--- config.mk ---
export PLATFORM = sky130hd
export DESIGN_NAME = fas_pip_ctrl
export DESIGN_NICKNAME = d
export VERILOG_FILES = /design/src/logic/fas_pip_pkg.sv /design/src/logic/fas_pip_ctrl.sv /design/src/logic/fas_strobe_align.sv /design/src/logic/fas_dwc_tag.sv /design/src/logic/fas_issue_ctrl.sv /design/src/logic/fas_strobe_delay.sv
export VERILOG_INCLUDE_DIRS = /design/src /design/src/logic
export SDC_FILE = /design/constraint.sdc
export NUM_CORES = 1
export LEC_CHECK = 0
export ABC_AREA = 1
export BUFFER_PORTS_ARGS = -buffer_cell sky130_fd_sc_hd__buf_2
export CELL_PAD_IN_SITES_DETAIL_PLACEMENT = 0
export CELL_PAD_IN_SITES_GLOBAL_PLACEMENT = 1
export CORE_UTILIZATION = 30
export CTS_CLUSTER_DIAMETER = 40
export CTS_CLUSTER_SIZE = 24
export DETAILED_ROUTE_END_ITERATION = 10
export PLACE_DENSITY_LB_ADDON = 0.15
export SKIP_LAST_GASP = 1
export SLEW_MARGIN = 25
export SYNTH_ARGS = -nofsm -noshare
export SYNTH_HDL_FRONTEND = slang
export SYNTH_SLANG_ARGS = --single-unit
--- constraint.sdc ---
create_clock -name clk_FAS -period 1.36 [get_ports clk_FAS]
set_input_delay 0.068 -clock clk_FAS [delete_from_list [all_inputs] [get_ports clk_FAS]]
set_output_delay 0.068 -clock clk_FAS [all_outputs]
set_load 0.02 [all_outputs]
--- src/logic/fas_pip_defines.svh ---
`ifndef FAS_PIP_DEFINES_SVH
`define FAS_PIP_DEFINES_SVH

////////////////////
// Pipeline latencies
////////////////////

// Read latency of the map FIFOs, in cycles
`define FAS_FIFO_LATENCY 2

// Vector adder latency, in cycles
`define VEC_ADD_LATENCY 3

// Second residual select trails the FIFO read and the adder
`define RM1_LATENCY (2 * `FAS_FIFO_LATENCY + `VEC_ADD_LATENCY)

////////////////////
// Field widths
////////////////////

// One-hot opcode, bits 0 to 17
`define OPCODE_WIDTH 18
`define FSM_STATE_WIDTH 7

`endif
--- src/logic/fas_pip_pkg.sv ---
`default_nettype none

`include "fas_pip_defines.svh"

package fas_pip_pkg;

    ////////////////////
    // Configuration
    ////////////////////

    // One-hot opcode, bit n selects opcode n
    typedef logic [`OPCODE_WIDTH-1:0] opcode_t;

    // Main FSM states, one-hot
    typedef enum logic [`FSM_STATE_WIDTH-1:0] {
        st_idle            = 7'b0000001,
        st_ld_1x1_krn      = 7'b0000010,
        st_cfg_awp         = 7'b0000100,
        st_start_awp       = 7'b0001000,
        st_active          = 7'b0010000,
        st_wait_last_write = 7'b0100000,
        st_send_complete   = 7'b1000000
    } fas_state_t;

    ////////////////////
    // Status and selects
    ////////////////////

    // FIFO empty flags
    typedef logic [3:0] map_empty_t;
    localparam int MAP_CONV = 0;
    localparam int MAP_PART = 1;
    localparam int MAP_RESD = 2;
    localparam int MAP_PREV = 3;

    // Undelayed adder selects from the issue stage
    typedef logic [2:0] vec_sel_t;
    localparam int VSEL_PM  = 0;
    localparam int VSEL_RM0 = 1;
    localparam int VSEL_RM1 = 2;

endpackage

`default_nettype wire

--- src/logic/fas_pip_ctrl.sv ---
`timescale 1ns/10ps
`default_nettype none

module fas_pip_ctrl
    import fas_pip_pkg::*;
(
    input  wire             clk_FAS,
    input  wire             rst_n,
    input  wire             fas_rdy_n,
    input  wire opcode_t    opcode_cfg,
    input  wire fas_state_t state,
    input  wire map_empty_t map_empty,
    input  wire             krnl_count,
    input  wire             dwc_fifo_rden,
    output logic            pipe_enable,
    output logic            conv1x1_pip_start0,
    output logic            conv1x1_pip_start1,
    output logic            conv1x1_pip_start2,
    output logic            vector_add_pm,
    output logic            vector_add_rm0,
    output logic            vector_add_rm1,
    output logic            vector_add_rm_conv,
    output logic            vector_add_pv,
    output logic            outbuf_fifo_wren1,
    output logic            outbuf_fifo_wren2
);

    // Issue stage to align stage
    logic     issue_enable;
    vec_sel_t issue_vec_sel;

    // Depthwise tags
    logic rm_conv_tag;
    logic pv_tag;

    ////////////////////
    // Issue path
    ////////////////////

    // pipe_enable fed back for the hold-off
    fas_issue_ctrl u_issue (
        .clk_FAS            (clk_FAS),
        .rst_n              (rst_n),
        .fas_rdy_n          (fas_rdy_n),
        .opcode_cfg         (opcode_cfg),
        .state              (state),
        .map_empty          (map_empty),
        .krnl_count         (krnl_count),
        .pipe_enable        (pipe_enable),
        .issue_enable       (issue_enable),
        .issue_vec_sel      (issue_vec_sel),
        .conv1x1_pip_start0 (conv1x1_pip_start0),
        .conv1x1_pip_start1 (conv1x1_pip_start1),
        .conv1x1_pip_start2 (conv1x1_pip_start2),
        .outbuf_fifo_wren1  (outbuf_fifo_wren1),
        .outbuf_fifo_wren2  (outbuf_fifo_wren2)
    );

    // Depthwise path, independent of issue
    fas_dwc_tag u_dwc_tag (
        .clk_FAS       (clk_FAS),
        .rst_n         (rst_n),
        .fas_rdy_n     (fas_rdy_n),
        .opcode_cfg    (opcode_cfg),
        .dwc_fifo_rden (dwc_fifo_rden),
        .rm_conv_tag   (rm_conv_tag),
        .pv_tag        (pv_tag)
    );

    ////////////////////
    // Alignment
    ////////////////////

    fas_strobe_align u_align (
        .clk_FAS            (clk_FAS),
        .rst_n              (rst_n),
        .fas_rdy_n          (fas_rdy_n),
        .issue_enable       (issue_enable),
        .issue_vec_sel      (issue_vec_sel),
        .rm_conv_tag        (rm_conv_tag),
        .pv_tag             (pv_tag),
        .pipe_enable        (pipe_enable),
        .vector_add_pm      (vector_add_pm),
        .vector_add_rm0     (vector_add_rm0),
        .vector_add_rm1     (vector_add_rm1),
        .vector_add_rm_conv (vector_add_rm_conv),
        .vector_add_pv      (vector_add_pv)
    );

endmodule

`default_nettype wire

--- src/logic/fas_strobe_align.sv ---
`timescale 1ns/10ps
`default_nettype none

`include "fas_pip_defines.svh"

module fas_strobe_align
    import fas_pip_pkg::*;
(
    input  wire           clk_FAS,
    input  wire           rst_n,
    input  wire           fas_rdy_n,
    input  wire           issue_enable,
    input  wire vec_sel_t issue_vec_sel,
    input  wire           rm_conv_tag,
    input  wire           pv_tag,
    output logic          pipe_enable,
    output logic          vector_add_pm,
    output logic          vector_add_rm0,
    output logic          vector_add_rm1,
    output logic          vector_add_rm_conv,
    output logic          vector_add_pv
);

    ////////////////////
    // FIFO read alignment
    ////////////////////

    // Enable lands with the map FIFO data
    fas_strobe_delay #(.DEPTH(`FAS_FIFO_LATENCY)) u_enable_dly (
        .clk_FAS (clk_FAS),
        .rst_n   (rst_n),
        .clear   (fas_rdy_n),
        .din     (issue_enable),
        .dout    (pipe_enable)
    );

    fas_strobe_delay #(.DEPTH(`FAS_FIFO_LATENCY)) u_pm_dly (
        .clk_FAS (clk_FAS),
        .rst_n   (rst_n),
        .clear   (fas_rdy_n),
        .din     (issue_vec_sel[VSEL_PM]),
        .dout    (vector_add_pm)
    );

    fas_strobe_delay #(.DEPTH(`FAS_FIFO_LATENCY)) u_rm0_dly (
        .clk_FAS (clk_FAS),
        .rst_n   (rst_n),
        .clear   (fas_rdy_n),
        .din     (issue_vec_sel[VSEL_RM0]),
        .dout    (vector_add_rm0)
    );

    // Second residual add waits for the first adder pass
    fas_strobe_delay #(.DEPTH(`RM1_LATENCY)) u_rm1_dly (
        .clk_FAS (clk_FAS),
        .rst_n   (rst_n),
        .clear   (fas_rdy_n),
        .din     (issue_vec_sel[VSEL_RM1]),
        .dout    (vector_add_rm1)
    );

    ////////////////////
    // Depthwise selects
    ////////////////////

    // Already aligned to the depthwise read
    assign vector_add_rm_conv = rm_conv_tag;
    assign vector_add_pv      = pv_tag;

endmodule

`default_nettype wire

--- src/logic/fas_dwc_tag.sv ---
`timescale 1ns/10ps
`default_nettype none

module fas_dwc_tag
    import fas_pip_pkg::*;
(
    input  wire          clk_FAS,
    input  wire          rst_n,
    input  wire          fas_rdy_n,
    input  wire opcode_t opcode_cfg,
    input  wire          dwc_fifo_rden,
    output logic         rm_conv_tag,
    output logic         pv_tag
);

    logic rm_conv_op;
    logic pv_op;

    ////////////////////
    // Opcode classes
    ////////////////////

    // Residual conv add
    assign rm_conv_op = opcode_cfg[0] || opcode_cfg[2];

    // Previous vector add
    assign pv_op = opcode_cfg[1] || opcode_cfg[3] || opcode_cfg[5] || opcode_cfg[7];

    // Tag each depthwise read one cycle later
    always_ff @(posedge clk_FAS) begin
        if (!rst_n || fas_rdy_n) begin
            rm_conv_tag <= 1'b0;
            pv_tag      <= 1'b0;
        end else begin
            rm_conv_tag <= dwc_fifo_rden && rm_conv_op;
            pv_tag      <= dwc_fifo_rden && pv_op;
        end
    end

    // Adder takes one depthwise operand per read
    a_tags_exclusive: assert property (@(posedge clk_FAS) disable iff (!rst_n)
        !(rm_conv_tag && pv_tag))
        else $error("rm_conv and pv tags high together");

endmodule

`default_nettype wire

--- src/logic/fas_issue_ctrl.sv ---
`timescale 1ns/10ps
`default_nettype none

module fas_issue_ctrl
    import fas_pip_pkg::*;
(
    input  wire        clk_FAS,
    input  wire        rst_n,
    input  wire        fas_rdy_n,
    input  wire opcode_t    opcode_cfg,
    input  wire fas_state_t state,
    input  wire map_empty_t map_empty,
    input  wire        krnl_count,
    input  wire        pipe_enable,
    output logic       issue_enable,
    output vec_sel_t   issue_vec_sel,
    output logic       conv1x1_pip_start0,
    output logic       conv1x1_pip_start1,
    output logic       conv1x1_pip_start2,
    output logic       outbuf_fifo_wren1,
    output logic       outbuf_fifo_wren2
);

    // FIFO ready flags
    logic c_rdy;
    logic p_rdy;
    logic r_rdy;
    logic v_rdy;

    logic first_krnl;
    logic can_issue;

    // Next slice of strobes
    logic       nxt_enable;
    vec_sel_t   nxt_sel;
    logic [2:0] nxt_start;
    logic [2:1] nxt_wren;

    assign c_rdy = !map_empty[MAP_CONV];
    assign p_rdy = !map_empty[MAP_PART];
    assign r_rdy = !map_empty[MAP_RESD];
    assign v_rdy = !map_empty[MAP_PREV];

    assign first_krnl = (krnl_count == 1'b0);

    // Only while streaming and no delayed enable is in flight
    assign can_issue = (state == st_active || state == st_wait_last_write) && !pipe_enable;

    ////////////////////
    // Opcode decode
    ////////////////////

    // First matching row wins
    always_comb begin
        nxt_enable = 1'b0;
        nxt_sel    = '0;
        nxt_start  = '0;
        nxt_wren   = '0;
        if (can_issue) begin
            if (opcode_cfg[0] && c_rdy && p_rdy && r_rdy) begin
                nxt_enable       = 1'b1;
                nxt_sel[VSEL_PM] = first_krnl;
                nxt_start[1]     = 1'b1;
            end else if ((opcode_cfg[1] || opcode_cfg[11]) && c_rdy && p_rdy && v_rdy) begin
                nxt_enable       = 1'b1;
                nxt_sel[VSEL_PM] = first_krnl;
                nxt_start[1]     = 1'b1;
            end else if ((opcode_cfg[2] || opcode_cfg[12] || opcode_cfg[14]) && c_rdy) begin
                nxt_enable   = 1'b1;
                nxt_start[0] = 1'b1;
            end else if ((opcode_cfg[3] || opcode_cfg[13]) && c_rdy && v_rdy) begin
                nxt_enable   = 1'b1;
                nxt_start[0] = 1'b1;
            end else if (opcode_cfg[4] && c_rdy && p_rdy && r_rdy) begin
                nxt_enable        = 1'b1;
                nxt_sel[VSEL_PM]  = first_krnl;
                nxt_sel[VSEL_RM1] = first_krnl;
                nxt_start[2]      = 1'b1;
            end else if (opcode_cfg[5] && c_rdy && p_rdy && r_rdy && v_rdy) begin
                nxt_enable        = 1'b1;
                nxt_sel[VSEL_PM]  = first_krnl;
                nxt_sel[VSEL_RM1] = first_krnl;
                nxt_start[2]      = 1'b1;
            end else if (opcode_cfg[6] && c_rdy && r_rdy) begin
                nxt_enable        = 1'b1;
                nxt_sel[VSEL_RM0] = first_krnl;
                nxt_start[1]      = 1'b1;
                nxt_wren[2]       = 1'b1;
            end else if (opcode_cfg[7] && c_rdy && r_rdy && v_rdy) begin
                nxt_enable        = 1'b1;
                nxt_sel[VSEL_RM0] = first_krnl;
                nxt_start[1]      = 1'b1;
            end else if (opcode_cfg[8] && c_rdy && p_rdy && r_rdy) begin
                // Accumulating rows ignore the kernel count
                nxt_enable        = 1'b1;
                nxt_sel[VSEL_PM]  = 1'b1;
                nxt_sel[VSEL_RM1] = 1'b1;
                nxt_wren[2]       = 1'b1;
            end else if ((opcode_cfg[9] || opcode_cfg[17]) && c_rdy && r_rdy) begin
                nxt_enable        = 1'b1;
                nxt_sel[VSEL_RM0] = 1'b1;
                nxt_wren[1]       = 1'b1;
            end else if (opcode_cfg[10] && c_rdy && p_rdy) begin
                nxt_enable       = 1'b1;
                nxt_sel[VSEL_PM] = 1'b1;
                nxt_start[1]     = 1'b1;
            end else if (opcode_cfg[15] && c_rdy && p_rdy) begin
                nxt_enable       = 1'b1;
                nxt_sel[VSEL_PM] = 1'b1;
                nxt_wren[1]      = 1'b1;
            end
        end
    end

    ////////////////////
    // Strobe registers
    ////////////////////

    always_ff @(posedge clk_FAS) begin
        if (!rst_n || fas_rdy_n) begin
            issue_enable       <= 1'b0;
            issue_vec_sel      <= '0;
            conv1x1_pip_start0 <= 1'b0;
            conv1x1_pip_start1 <= 1'b0;
            conv1x1_pip_start2 <= 1'b0;
            outbuf_fifo_wren1  <= 1'b0;
            outbuf_fifo_wren2  <= 1'b0;
        end else begin
            issue_enable       <= nxt_enable;
            issue_vec_sel      <= nxt_sel;
            conv1x1_pip_start0 <= nxt_start[0];
            conv1x1_pip_start1 <= nxt_start[1];
            conv1x1_pip_start2 <= nxt_start[2];
            outbuf_fifo_wren1  <= nxt_wren[1];
            outbuf_fifo_wren2  <= nxt_wren[2];
        end
    end

    // Config must select a single opcode
    a_opcode_onehot0: assert property (@(posedge clk_FAS) disable iff (!rst_n)
        $onehot0(opcode_cfg))
        else $error("opcode_cfg has more than one bit set");

    // One pipeline variant per slice
    a_start_onehot0: assert property (@(posedge clk_FAS) disable iff (!rst_n)
        $onehot0({conv1x1_pip_start2, conv1x1_pip_start1, conv1x1_pip_start0}))
        else $error("more than one pipeline start pulse");

endmodule

`default_nettype wire

--- src/logic/fas_strobe_delay.sv ---
`timescale 1ns/10ps
`default_nettype none

module fas_strobe_delay #(
    parameter int DEPTH = 2
) (
    input  wire  clk_FAS,
    input  wire  rst_n,
    input  wire  clear,
    input  wire  din,
    output logic dout
);

    // Stage 0 takes din
    logic [DEPTH-1:0] shift_q;

    ////////////////////
    // Shift line
    ////////////////////

    always_ff @(posedge clk_FAS) begin
        if (!rst_n || clear) begin
            shift_q <= '0;
        end else begin
            shift_q[0] <= din;
            for (int i = 1; i < DEPTH; i++) begin
                shift_q[i] <= shift_q[i-1];
            end
        end
    end

    // Oldest stage
    assign dout = shift_q[DEPTH-1];

    // Zero depth has no meaning here
    if (DEPTH < 1) begin : g_bad_depth
        $error("fas_strobe_delay needs DEPTH of at least 1");
    end

endmodule

`default_nettype wire

==> results of run 1 <==
critical path: cells and delay by family:
family	cells	cell delay (ps)
buf+inv	3	1190
simple gates	2	120
sequential cells by signal, summed over array words and instances (netlist names):
| signal | flops |
|---|---|
| u_align.u_enable_dly.shift_q | 2 |
| u_align.u_rm0_dly.shift_q | 2 |
| u_issue.issue_vec_sel | 3 |
| u_dwc_tag.rm_conv_tag | 1 |
| u_issue.outbuf_fifo_wren2 | 1 |
| u_issue.conv1x1_pip_start0 | 1 |
| u_issue.conv1x1_pip_start1 | 1 |
| u_issue.outbuf_fifo_wren1 | 1 |
| u_issue.conv1x1_pip_start2 | 1 |
| u_align.u_pm_dly.shift_q | 2 |
| u_align.u_rm1_dly.shift_q | 7 |
| u_dwc_tag.pv_tag | 1 |
| u_issue.issue_enable | 1 |
cells in the mapped netlist:
cell,count,area [um2]
nor2_1,30,112.6
dfxtp_1,24,480.5
inv_1,23,86.33
nand2_1,22,82.58
nand3_1,8,40.04
a21oi_1,6,30.03
nor3_1,5,25.02
inv_2,3,11.26
nand2_2,3,18.77
o21ai_1,3,15.01
a21o_1,1,7.510
a31oi_1,1,6.260
clkbuf_1,1,3.750
nor3_4,1,16.27
o211ai_2,1,12.51
o21ai_0,1,5.000
o21ai_2,1,8.760
xor2_1,1,8.760
per-stage QoR:
stage | cell area (um2) | worst slack (ps) | util [%] | instances | total power (W)
4_1_cts | 1287 | 185.1 | 42.17 | 227 | 0.001166
5_1_grt | 1287 | 93.26 | 42.17 | 227 | 0.001214
3_3_place_gp | 1245 | 241.5 | 40.78 | 222 | 0.0008719
3_5_place_dp | 1245 | 249.6 | 40.78 | 222 | 0.0008735
2_1_floorplan | 970.9 | 314.0 | - | 135 | 0.0007969
6_report | 1287 | 176.0 | 42.17 | 227 | 0.001144
logic make-up (layout without fill, tap and decap cells):
group,Yosys count,in the layout,synth area share [%]
simple gates,69,69,30.41
flops,24,24,49.48
buf+inv,27,75,10.44
compound gates,14,14,8.763
xor+xnor,1,1,0.9022
cell type report:
class / count / area (um2) / share of cell area [%]
Sequential cell: 24 / 480.5 / 37.32
Multi-Input combinational cell: 84 / 389.1 / 30.22
Timing Repair Buffer: 46 / 242.7 / 18.85
Inverter: 26 / 97.59 / 7.580
Tap cell: 44 / 55.05 / 4.276
Clock buffer: 3 / 22.52 / 1.749
power breakdown:
group          leakage, nW  switching, W  total, W  internal (W)
clock               0.0138      0.000180  0.000283      0.000103
sequential           0.193   0.000000519  0.000706      0.000705
combinational        0.424     0.0000862  0.000155     0.0000683
worst min-delay path by stage:
stage | start | slack, ps | end | depth (start not counted)
floorplan | opcode_cfg[0] | 200 | u_dwc_tag.rm_conv_tag | 2
finish | opcode_cfg[7] | 20 | u_dwc_tag.pv_tag | 3
global placement | opcode_cfg[2] | 310 | u_dwc_tag.rm_conv_tag | 3
global route | opcode_cfg[7] | 30 | u_dwc_tag.pv_tag | 3
CTS | opcode_cfg[7] | 2 | u_dwc_tag.pv_tag | 3
detailed placement | opcode_cfg[2] | 320 | u_dwc_tag.rm_conv_tag | 3
what timing repair did:
item	4_1_cts	5_1_grt
setup endpoints to repair	0	0
hold endpoints to repair	1	0
hold buffers	2	0
buffers inserted	0	0
per-layer routing:
metal	vias to the layer above	track usage (%)
met5	-	0
met1	387	14.23
met3	2	2.857
met2	19	23.21
li1	507	-
met4	0	5.102
==> reports/metrics.cfg, run 1 <==
[run_status]
status = finished, final reports clean

[clocking]
cts_root_buf = clkbuf_4
clk_path_buf_depth = 2
worstSkewPairLatency_ps = 300
clk_pin_slew_ps = 110
cts_resized = 0
cts_tree = built
clock_sinks = 24
ctsHtreeMaxLevel = 1
numCtsBuffers = 3

[synth]
yosys.cell_types.count = 18
syn_area_um2 = 970.9
ys_ff_latch = 24
synthCells = 135
ys_warn_count = 0
synth_seq_area_share_pct = 49.48
syn_avg_cell_area_um2 = 7.192
mappedNetlistNets = 169

[detailed_routing]
routed_wl_um = 1886
wl_met2_um = 916
remaining_drc_errors = 0
wl_met3_um = 79
highest_layer = met4
wl_per_cell_um = 8.308
drt-met1-wl_um = 875
drt_iter0_markers = 16
routed-via-count = 915
viasPerCell = 4.031
dr.pass1.iters = 4
ant_nets = 0

[timing]
hold_ws_ps = 21.50
clock_skew_ps = 3.105
maxSlewViolCount = 0
finalHoldViolations = 0
min_period_ps = 1184
relSlewSlack_pct = 81.27
fin_setup_tns_ps = 0
rsz0062_at_grt = false
tightest_slew_ps = 279.9
finalSetupViolCount = 0
fin_crit_sh_pct = 87.06
fmax_mhz = 844.6

[floorplan]
die-area_mm2 = 0.003468
die_x_um = 58.89
die_h_um = 58.89
rows = 20
coreArea_mm2 = 0.003053
start_util_pct = 31.80
io_pins = 45

[placed_design]
place_congestion = 0.7890
portBuffers = 43
dp.final_hpwl_um = 1608

[critical_path]
cp-start-kind = input pin
reg2reg_from = u_align.u_enable_dly.shift_q[1]
path_cells = dlygate4sd3_1, buf_2, nor2_1, dlygate4sd3_1, nor2_1
critPathSlowestCell = dlygate4sd3_1
max_stage_delay_ps = 540
reg2reg_slack_ps = 260
rr_worst_depth = 5
cp-endpoint = u_dwc_tag.rm_conv_tag
worst_ep_required_time_ps = 1570
startpoint = opcode_cfg[2]
crit_arrival_ps = 1390
crit_fanout = 2
cp-end-kind = flop
rr_endpoint = u_issue.issue_vec_sel[1]
path_class = input pin to flop

[flow_run]
cap_violations = 0

[hold_path]
hold_path.class = input pin to flop

[cells_and_area]
final_cell_mix = buf_2 (43), nor2_1 (30), dfxtp_1 (24), inv_1 (23), nand2_1 (22)
final_common_cell = buf_2
antenna_cells = 0
drive_above_1_share_pct = 30.60
areaGrowthSynthToFinish_pct = 32.60
fillers = 354
final_nets = 219

[global_route]
grt_pass1_wl_um = 3408
antenna_found_initial = 0
first_global_vias = 887
grt_max_degree = 14
grt_use_total_pct = 12.74
grt_overflow = 0

[power_and_ir_drop]
leakage_nw = 0.6309
power_density_mw_per_mm2 = 888.3
vdd_drop_max_uv = 221.3

(Power assumes the default switching activity.)
==> run 2: changes to the inputs <==
--- a/config.mk
+++ b/config.mk
@@ -10,7 +10,8 @@
 export BUFFER_PORTS_ARGS = -buffer_cell sky130_fd_sc_hd__buf_2
 export CELL_PAD_IN_SITES_DETAIL_PLACEMENT = 0
 export CELL_PAD_IN_SITES_GLOBAL_PLACEMENT = 1
-export CORE_UTILIZATION = 30
+export CORE_UTILIZATION = 34
+export CTS_BUF_LIST = sky130_fd_sc_hd__clkbuf_8
 export CTS_CLUSTER_DIAMETER = 40
 export CTS_CLUSTER_SIZE = 24
 export DETAILED_ROUTE_END_ITERATION = 10
==> constraint.sdc (replaced) <==
create_clock -name clk_FAS -period 1.46 [get_ports clk_FAS]
set_input_delay 0.073 -clock clk_FAS [delete_from_list [all_inputs] [get_ports clk_FAS]]
set_output_delay 0.073 -clock clk_FAS [all_outputs]
set_load 0.02 [all_outputs]
==> reports/metrics.cfg, run 2 (synthesized netlist as in run 1, its figures left out) <==
[timing]
hold_ws_ps = 62.03
rsz0062_at_grt = false
finalSetupViolCount = 0
relSlewSlack_pct = 80.92
tightest_slew_ps = 285.2
maxSlewViolCount = 0
fin_setup_tns_ps = 0
fin_crit_sh_pct = 75.40
clock_skew_ps = 4.759
fmax_mhz = 908.4
finalHoldViolations = 0
min_period_ps = 1101

[critical_path]
crit_fanout = 5
cp-start-kind = flop
max_stage_delay_ps = 310
worst_ep_required_time_ps = 1650
cp-end-kind = flop
critPathSlowestCell = dfxtp_1
critPathTopFamily = simple AND/OR/NAND/NOR gates
path_class = flop to flop
crit_arrival_ps = 1300
cp.buffers_inverters = 0
path_cells = nor3_1, nand3_1, nor2_1, nand3_1, nor2_1

[clocking]
clk_path_buf_depth = 2
hold_buffers = 0
cts_tree = built
cts_resized = 0
cts_root_buf = clkbuf_8
worstSkewPairLatency_ps = 250
clock_sinks = 24
ctsHtreeMaxLevel = 1
numCtsBuffers = 3
cts_setup_buffers = 0
clk_pin_slew_ps = 70

[global_route]
grt_use_total_pct = 13.75
grt_max_degree = 14
grt_pass1_wl_um = 3387
antenna_found_initial = 0
first_global_vias = 872
grt_overflow = 0

[floorplan]
coreArea_mm2 = 0.002734
die_h_um = 55.44
die_x_um = 55.44
rows = 19
die-area_mm2 = 0.003074
io_pins = 45
start_util_pct = 35.51

[power_and_ir_drop]
p_total_w = 0.001149
leakage_nw = 0.6289
vdd_drop_max_uv = 655.2
power_density_mw_per_mm2 = 904.4

[cells_and_area]
areaGrowthSynthToFinish_pct = 30.80
postLayoutCoreUtil_pct = 46.45
final_nets = 217
largest_reg_flops = 7
finalInstanceArea_mm2 = 0.001270
multi_input_area_um2 = 389.1
fillers = 301
final_cell_mix = buf_2 (43), nor2_1 (30), dfxtp_1 (24), inv_1 (23), nand2_1 (22)
final_common_cell = buf_2
reg_top3 = u_align.u_rm1_dly.shift_q (7), u_issue.issue_vec_sel (3)
layout.area.seq_um2 = 480.5
drive_above_1_share_pct = 30.94
antenna_cells = 0
regMostFlops = u_align.u_rm1_dly.shift_q

[placed_design]
dp.final_hpwl_um = 1574
place_congestion = 0.7946
placed_area_mm2 = 0.001229
portBuffers = 43

[detailed_routing]
routed-via-count = 928
drt_iter0_markers = 7
wl_met2_um = 1019
viasPerCell = 4.377
wl_met3_um = 60
dr.pass1.iters = 4
wl_per_cell_um = 8.821
remaining_drc_errors = 0
highest_layer = met3
routed_wl_um = 1870
drt-met1-wl_um = 790
ant_nets = 0

[hold_path]
hold_path.class = input pin to flop

[flow_run]
cap_violations = 0

[run_status]
status = finished, final reports clean

## run 2: cell types whose count changed in the layout (fill, tap and decap cells not counted)
cell | before | now
dlygate4sd3_1 | 2 | 0
clkbuf_8 | 0 | 3
clkbuf_4 | 3 | 0
## run 2: routing by layer
metal	up-vias	track usage (%)
li1	504	-
met1	405	15.19
met2	19	24.78
met3	0	2.342
met4	0	7.500
met5	-	0
## run 2: path summary, 6_finish.rpt
path	start	end	slack, ps	cells past startpoint
worst max-delay path	u_align.u_enable_dly.shift_q[1]	u_issue.issue_vec_sel[1]	360	5
worst min-delay path	opcode_cfg[2]	u_dwc_tag.rm_conv_tag	60	3
worst max register to register	u_align.u_enable_dly.shift_q[1]	u_issue.issue_vec_sel[1]	360	5
worst min register to register	u_align.u_enable_dly.shift_q[0]	u_align.u_enable_dly.shift_q[1]	410	2
## run 2: tightest hold or removal path, delay by kind of cell
family        cells  cell delay (ps)
buf+inv           1               90
simple gates      2              120
## run 2: through the flow
| stage | setup WS (ps) | instances |
|---|---|---|
| 3_3_place_gp | 335.9 | 209 |
| 6_report | 359.2 | 212 |
| 4_1_cts | 338.3 | 212 |
| 2_1_floorplan | 414.0 | 135 |
| 5_1_grt | 199.5 | 212 |
| 3_5_place_dp | 357.4 | 209 |
## run 2: area by class of cell
cell class | instances | area share (%)
clock buffer | 3 | 3.251
inverter | 26 | 7.685
multi-input combinational | 84 | 30.64
sequential | 24 | 37.83
tap | 31 | 3.054
timing repair buffer | 44 | 17.54
## run 2: power by group
part | total, W | switching (W) | internal, W
clock | 0.000351 | 0.000168 | 0.000183
sequential | 0.000657 | 0.000000524 | 0.000657
combinational | 0.000140 | 0.0000802 | 0.0000601
total | 0.00115 | 0.000249 | 0.000900
==> run 3: changes to the inputs <==
--- a/config.mk
+++ b/config.mk
@@ -10,7 +10,7 @@
 export BUFFER_PORTS_ARGS = -buffer_cell sky130_fd_sc_hd__buf_2
 export CELL_PAD_IN_SITES_DETAIL_PLACEMENT = 0
 export CELL_PAD_IN_SITES_GLOBAL_PLACEMENT = 1
-export CORE_UTILIZATION = 34
+export CORE_UTILIZATION = 29
 export CTS_BUF_LIST = sky130_fd_sc_hd__clkbuf_8
 export CTS_CLUSTER_DIAMETER = 40
 export CTS_CLUSTER_SIZE = 24
==> constraint.sdc (replaced) <==
create_clock -name clk_FAS -period 1 [get_ports clk_FAS]
set_input_delay 0.05 -clock clk_FAS [delete_from_list [all_inputs] [get_ports clk_FAS]]
set_output_delay 0.05 -clock clk_FAS [all_outputs]
set_load 0.02 [all_outputs]
==> reports/metrics.cfg, run 3 (synthesized netlist as in run 1, its figures left out) <==
[critical_path]
worst_ep_required_time_ps = 1200
rr_endpoint = u_issue.outbuf_fifo_wren1
crit_fanout = 3
path_class = flop to flop
cp-end-kind = flop
cp-start-kind = flop
reg2reg_from = u_align.u_enable_dly.shift_q[1]
path_cells = nor3_2, nand3_2, nor2_4, nand2_1, nor2_1
max_stage_delay_ps = 330
reg2reg_slack_ps = 4
crit_arrival_ps = 1190
critPathSlowestCell = dfxtp_2
rr_worst_depth = 5

[detailed_routing]
routed-via-count = 939
remaining_drc_errors = 0
routed_wl_um = 2001
wl_met2_um = 1005
wl_met3_um = 63
drt_iter0_markers = 21
viasPerCell = 4.083
ant_nets = 0
highest_layer = met4
dr.pass1.iters = 4
drt-met1-wl_um = 915
wl_per_cell_um = 8.700

[global_route]
grt_max_degree = 14
antenna_found_initial = 0
first_global_vias = 869
grt_overflow = 0
grt_use_total_pct = 12.39
grt_pass1_wl_um = 3422

[floorplan]
start_util_pct = 31.29
die_x_um = 59.86
rows = 20
io_pins = 45
die_h_um = 59.86
coreArea_mm2 = 0.003103
die-area_mm2 = 0.003583

[placed_design]
dp.final_hpwl_um = 1651
place_congestion = 0.7910
portBuffers = 43

[cells_and_area]
final_cell_mix = buf_2 (43), nor2_1 (29), inv_1 (23), dfxtp_1 (23), nand2_1 (22)
reg_top3 = u_align.u_rm1_dly.shift_q (7), u_issue.issue_vec_sel (3)
antenna_cells = 0
final_common_cell = buf_2
largest_reg_flops = 7
drive_above_1_share_pct = 36.56
areaGrowthSynthToFinish_pct = 40.34
postLayoutCoreUtil_pct = 43.91
final_nets = 221
regMostFlops = u_align.u_rm1_dly.shift_q

[hold_path]
whs_endpoint = u_dwc_tag.rm_conv_tag
min_from = opcode_cfg[2]
min_path_cells = 3
hold_path.class = input pin to flop

[timing]
rsz0062_at_grt = true
finalHoldViolations = 0
maxSlewViolCount = 0
fin_setup_tns_ps = 0
clock_skew_ps = 2.146
tightest_slew_ps = 285.8
min_period_ps = 996.2
fmax_mhz = 1004
relSlewSlack_pct = 80.88
fin_crit_sh_pct = 99.62
hold_ws_ps = 36.31
finalSetupViolCount = 0

[run_status]
status = finished, final reports clean

[clocking]
clk_path_buf_depth = 2
numCtsBuffers = 3
cts_tree = built
clk_pin_slew_ps = 80
ctsHtreeMaxLevel = 1
worstSkewPairLatency_ps = 250
hold_buffers = 0
cts_root_buf = clkbuf_8
clock_sinks = 24

[power_and_ir_drop]
vdd_drop_max_uv = 419.7
power_density_mw_per_mm2 = 1320
leakage_nw = 0.6582
p_total_w = 0.001799

[flow_run]
cap_violations = 0

[run 3: changes by cell type in the layout (fill, tap and decap cells not counted), sizes merged]
cell / previous run / this run
buf: 44 / 48
clkbuf: 3 / 4
[run 3: repair_timing]
item / 4_1_cts / 5_1_grt
gates resized for setup: 2 / 2
endpoints found under the setup margin: 6 / 9
buffers inserted: 0 / 0
hold endpoints to repair: 0 / 0
pin swaps: 3 / 0
[run 3: final cells by class]
cell class / instances / area (um2)
multi-input cells: 84 / 420.4
clock buffers: 4 / 55.05
well taps: 44 / 55.05
fillers: 344 / 1740
flip-flops and latches: 24 / 481.7
repair buffers: 48 / 252.7
inverters: 26 / 97.59
[run 3: how the worst max path moves through the flow]
stage / from / slack (ps) / to
global placement: u_align.u_enable_dly.shift_q[1] / -20 / u_issue.issue_vec_sel[1]
CTS: u_align.u_enable_dly.shift_q[1] / -30 / u_issue.conv1x1_pip_start0
global route: u_align.u_enable_dly.shift_q[1] / -110 / u_issue.issue_vec_sel[1]
detailed placement: u_align.u_enable_dly.shift_q[1] / -40 / u_issue.issue_vec_sel[1]
finish: u_align.u_enable_dly.shift_q[1] / 4 / u_issue.outbuf_fifo_wren1
floorplan: u_align.u_enable_dly.shift_q[1] / 9 / u_issue.outbuf_fifo_wren1
[run 3: metal layers]
metal | vias up | track usage [%]
met3 | 2 | 1.948
met2 | 21 | 22.06
met5 | - | 0
li1 | 510 | -
met4 | 0 | 3.987
met1 | 406 | 15.08
[run 3: where the power goes]
part	switching (W)	total, W	internal, W
Sequential	0.000000717	0.000959	0.000958
Combinational	0.000125	0.000220	0.0000944
Clock	0.000271	0.000621	0.000350
[run 3: stage by stage]
stage	cell area, um2	setup WS, ps	instances
final	1363	3.761	230
after global routing	1363	-111.4	230
after CTS	1354	-26.31	230
after detailed placement	1289	-39.42	226
after global placement	1289	-24.74	226
after floorplan	984.7	8.687	135
[run 3: critical path: cells and delay by family (launching register included)]
| kind | cells | cell delay [ps] |
|---|---|---|
| AND/OR/NAND/NOR | 5 | 620 |
| flip-flops | 1 | 330 |
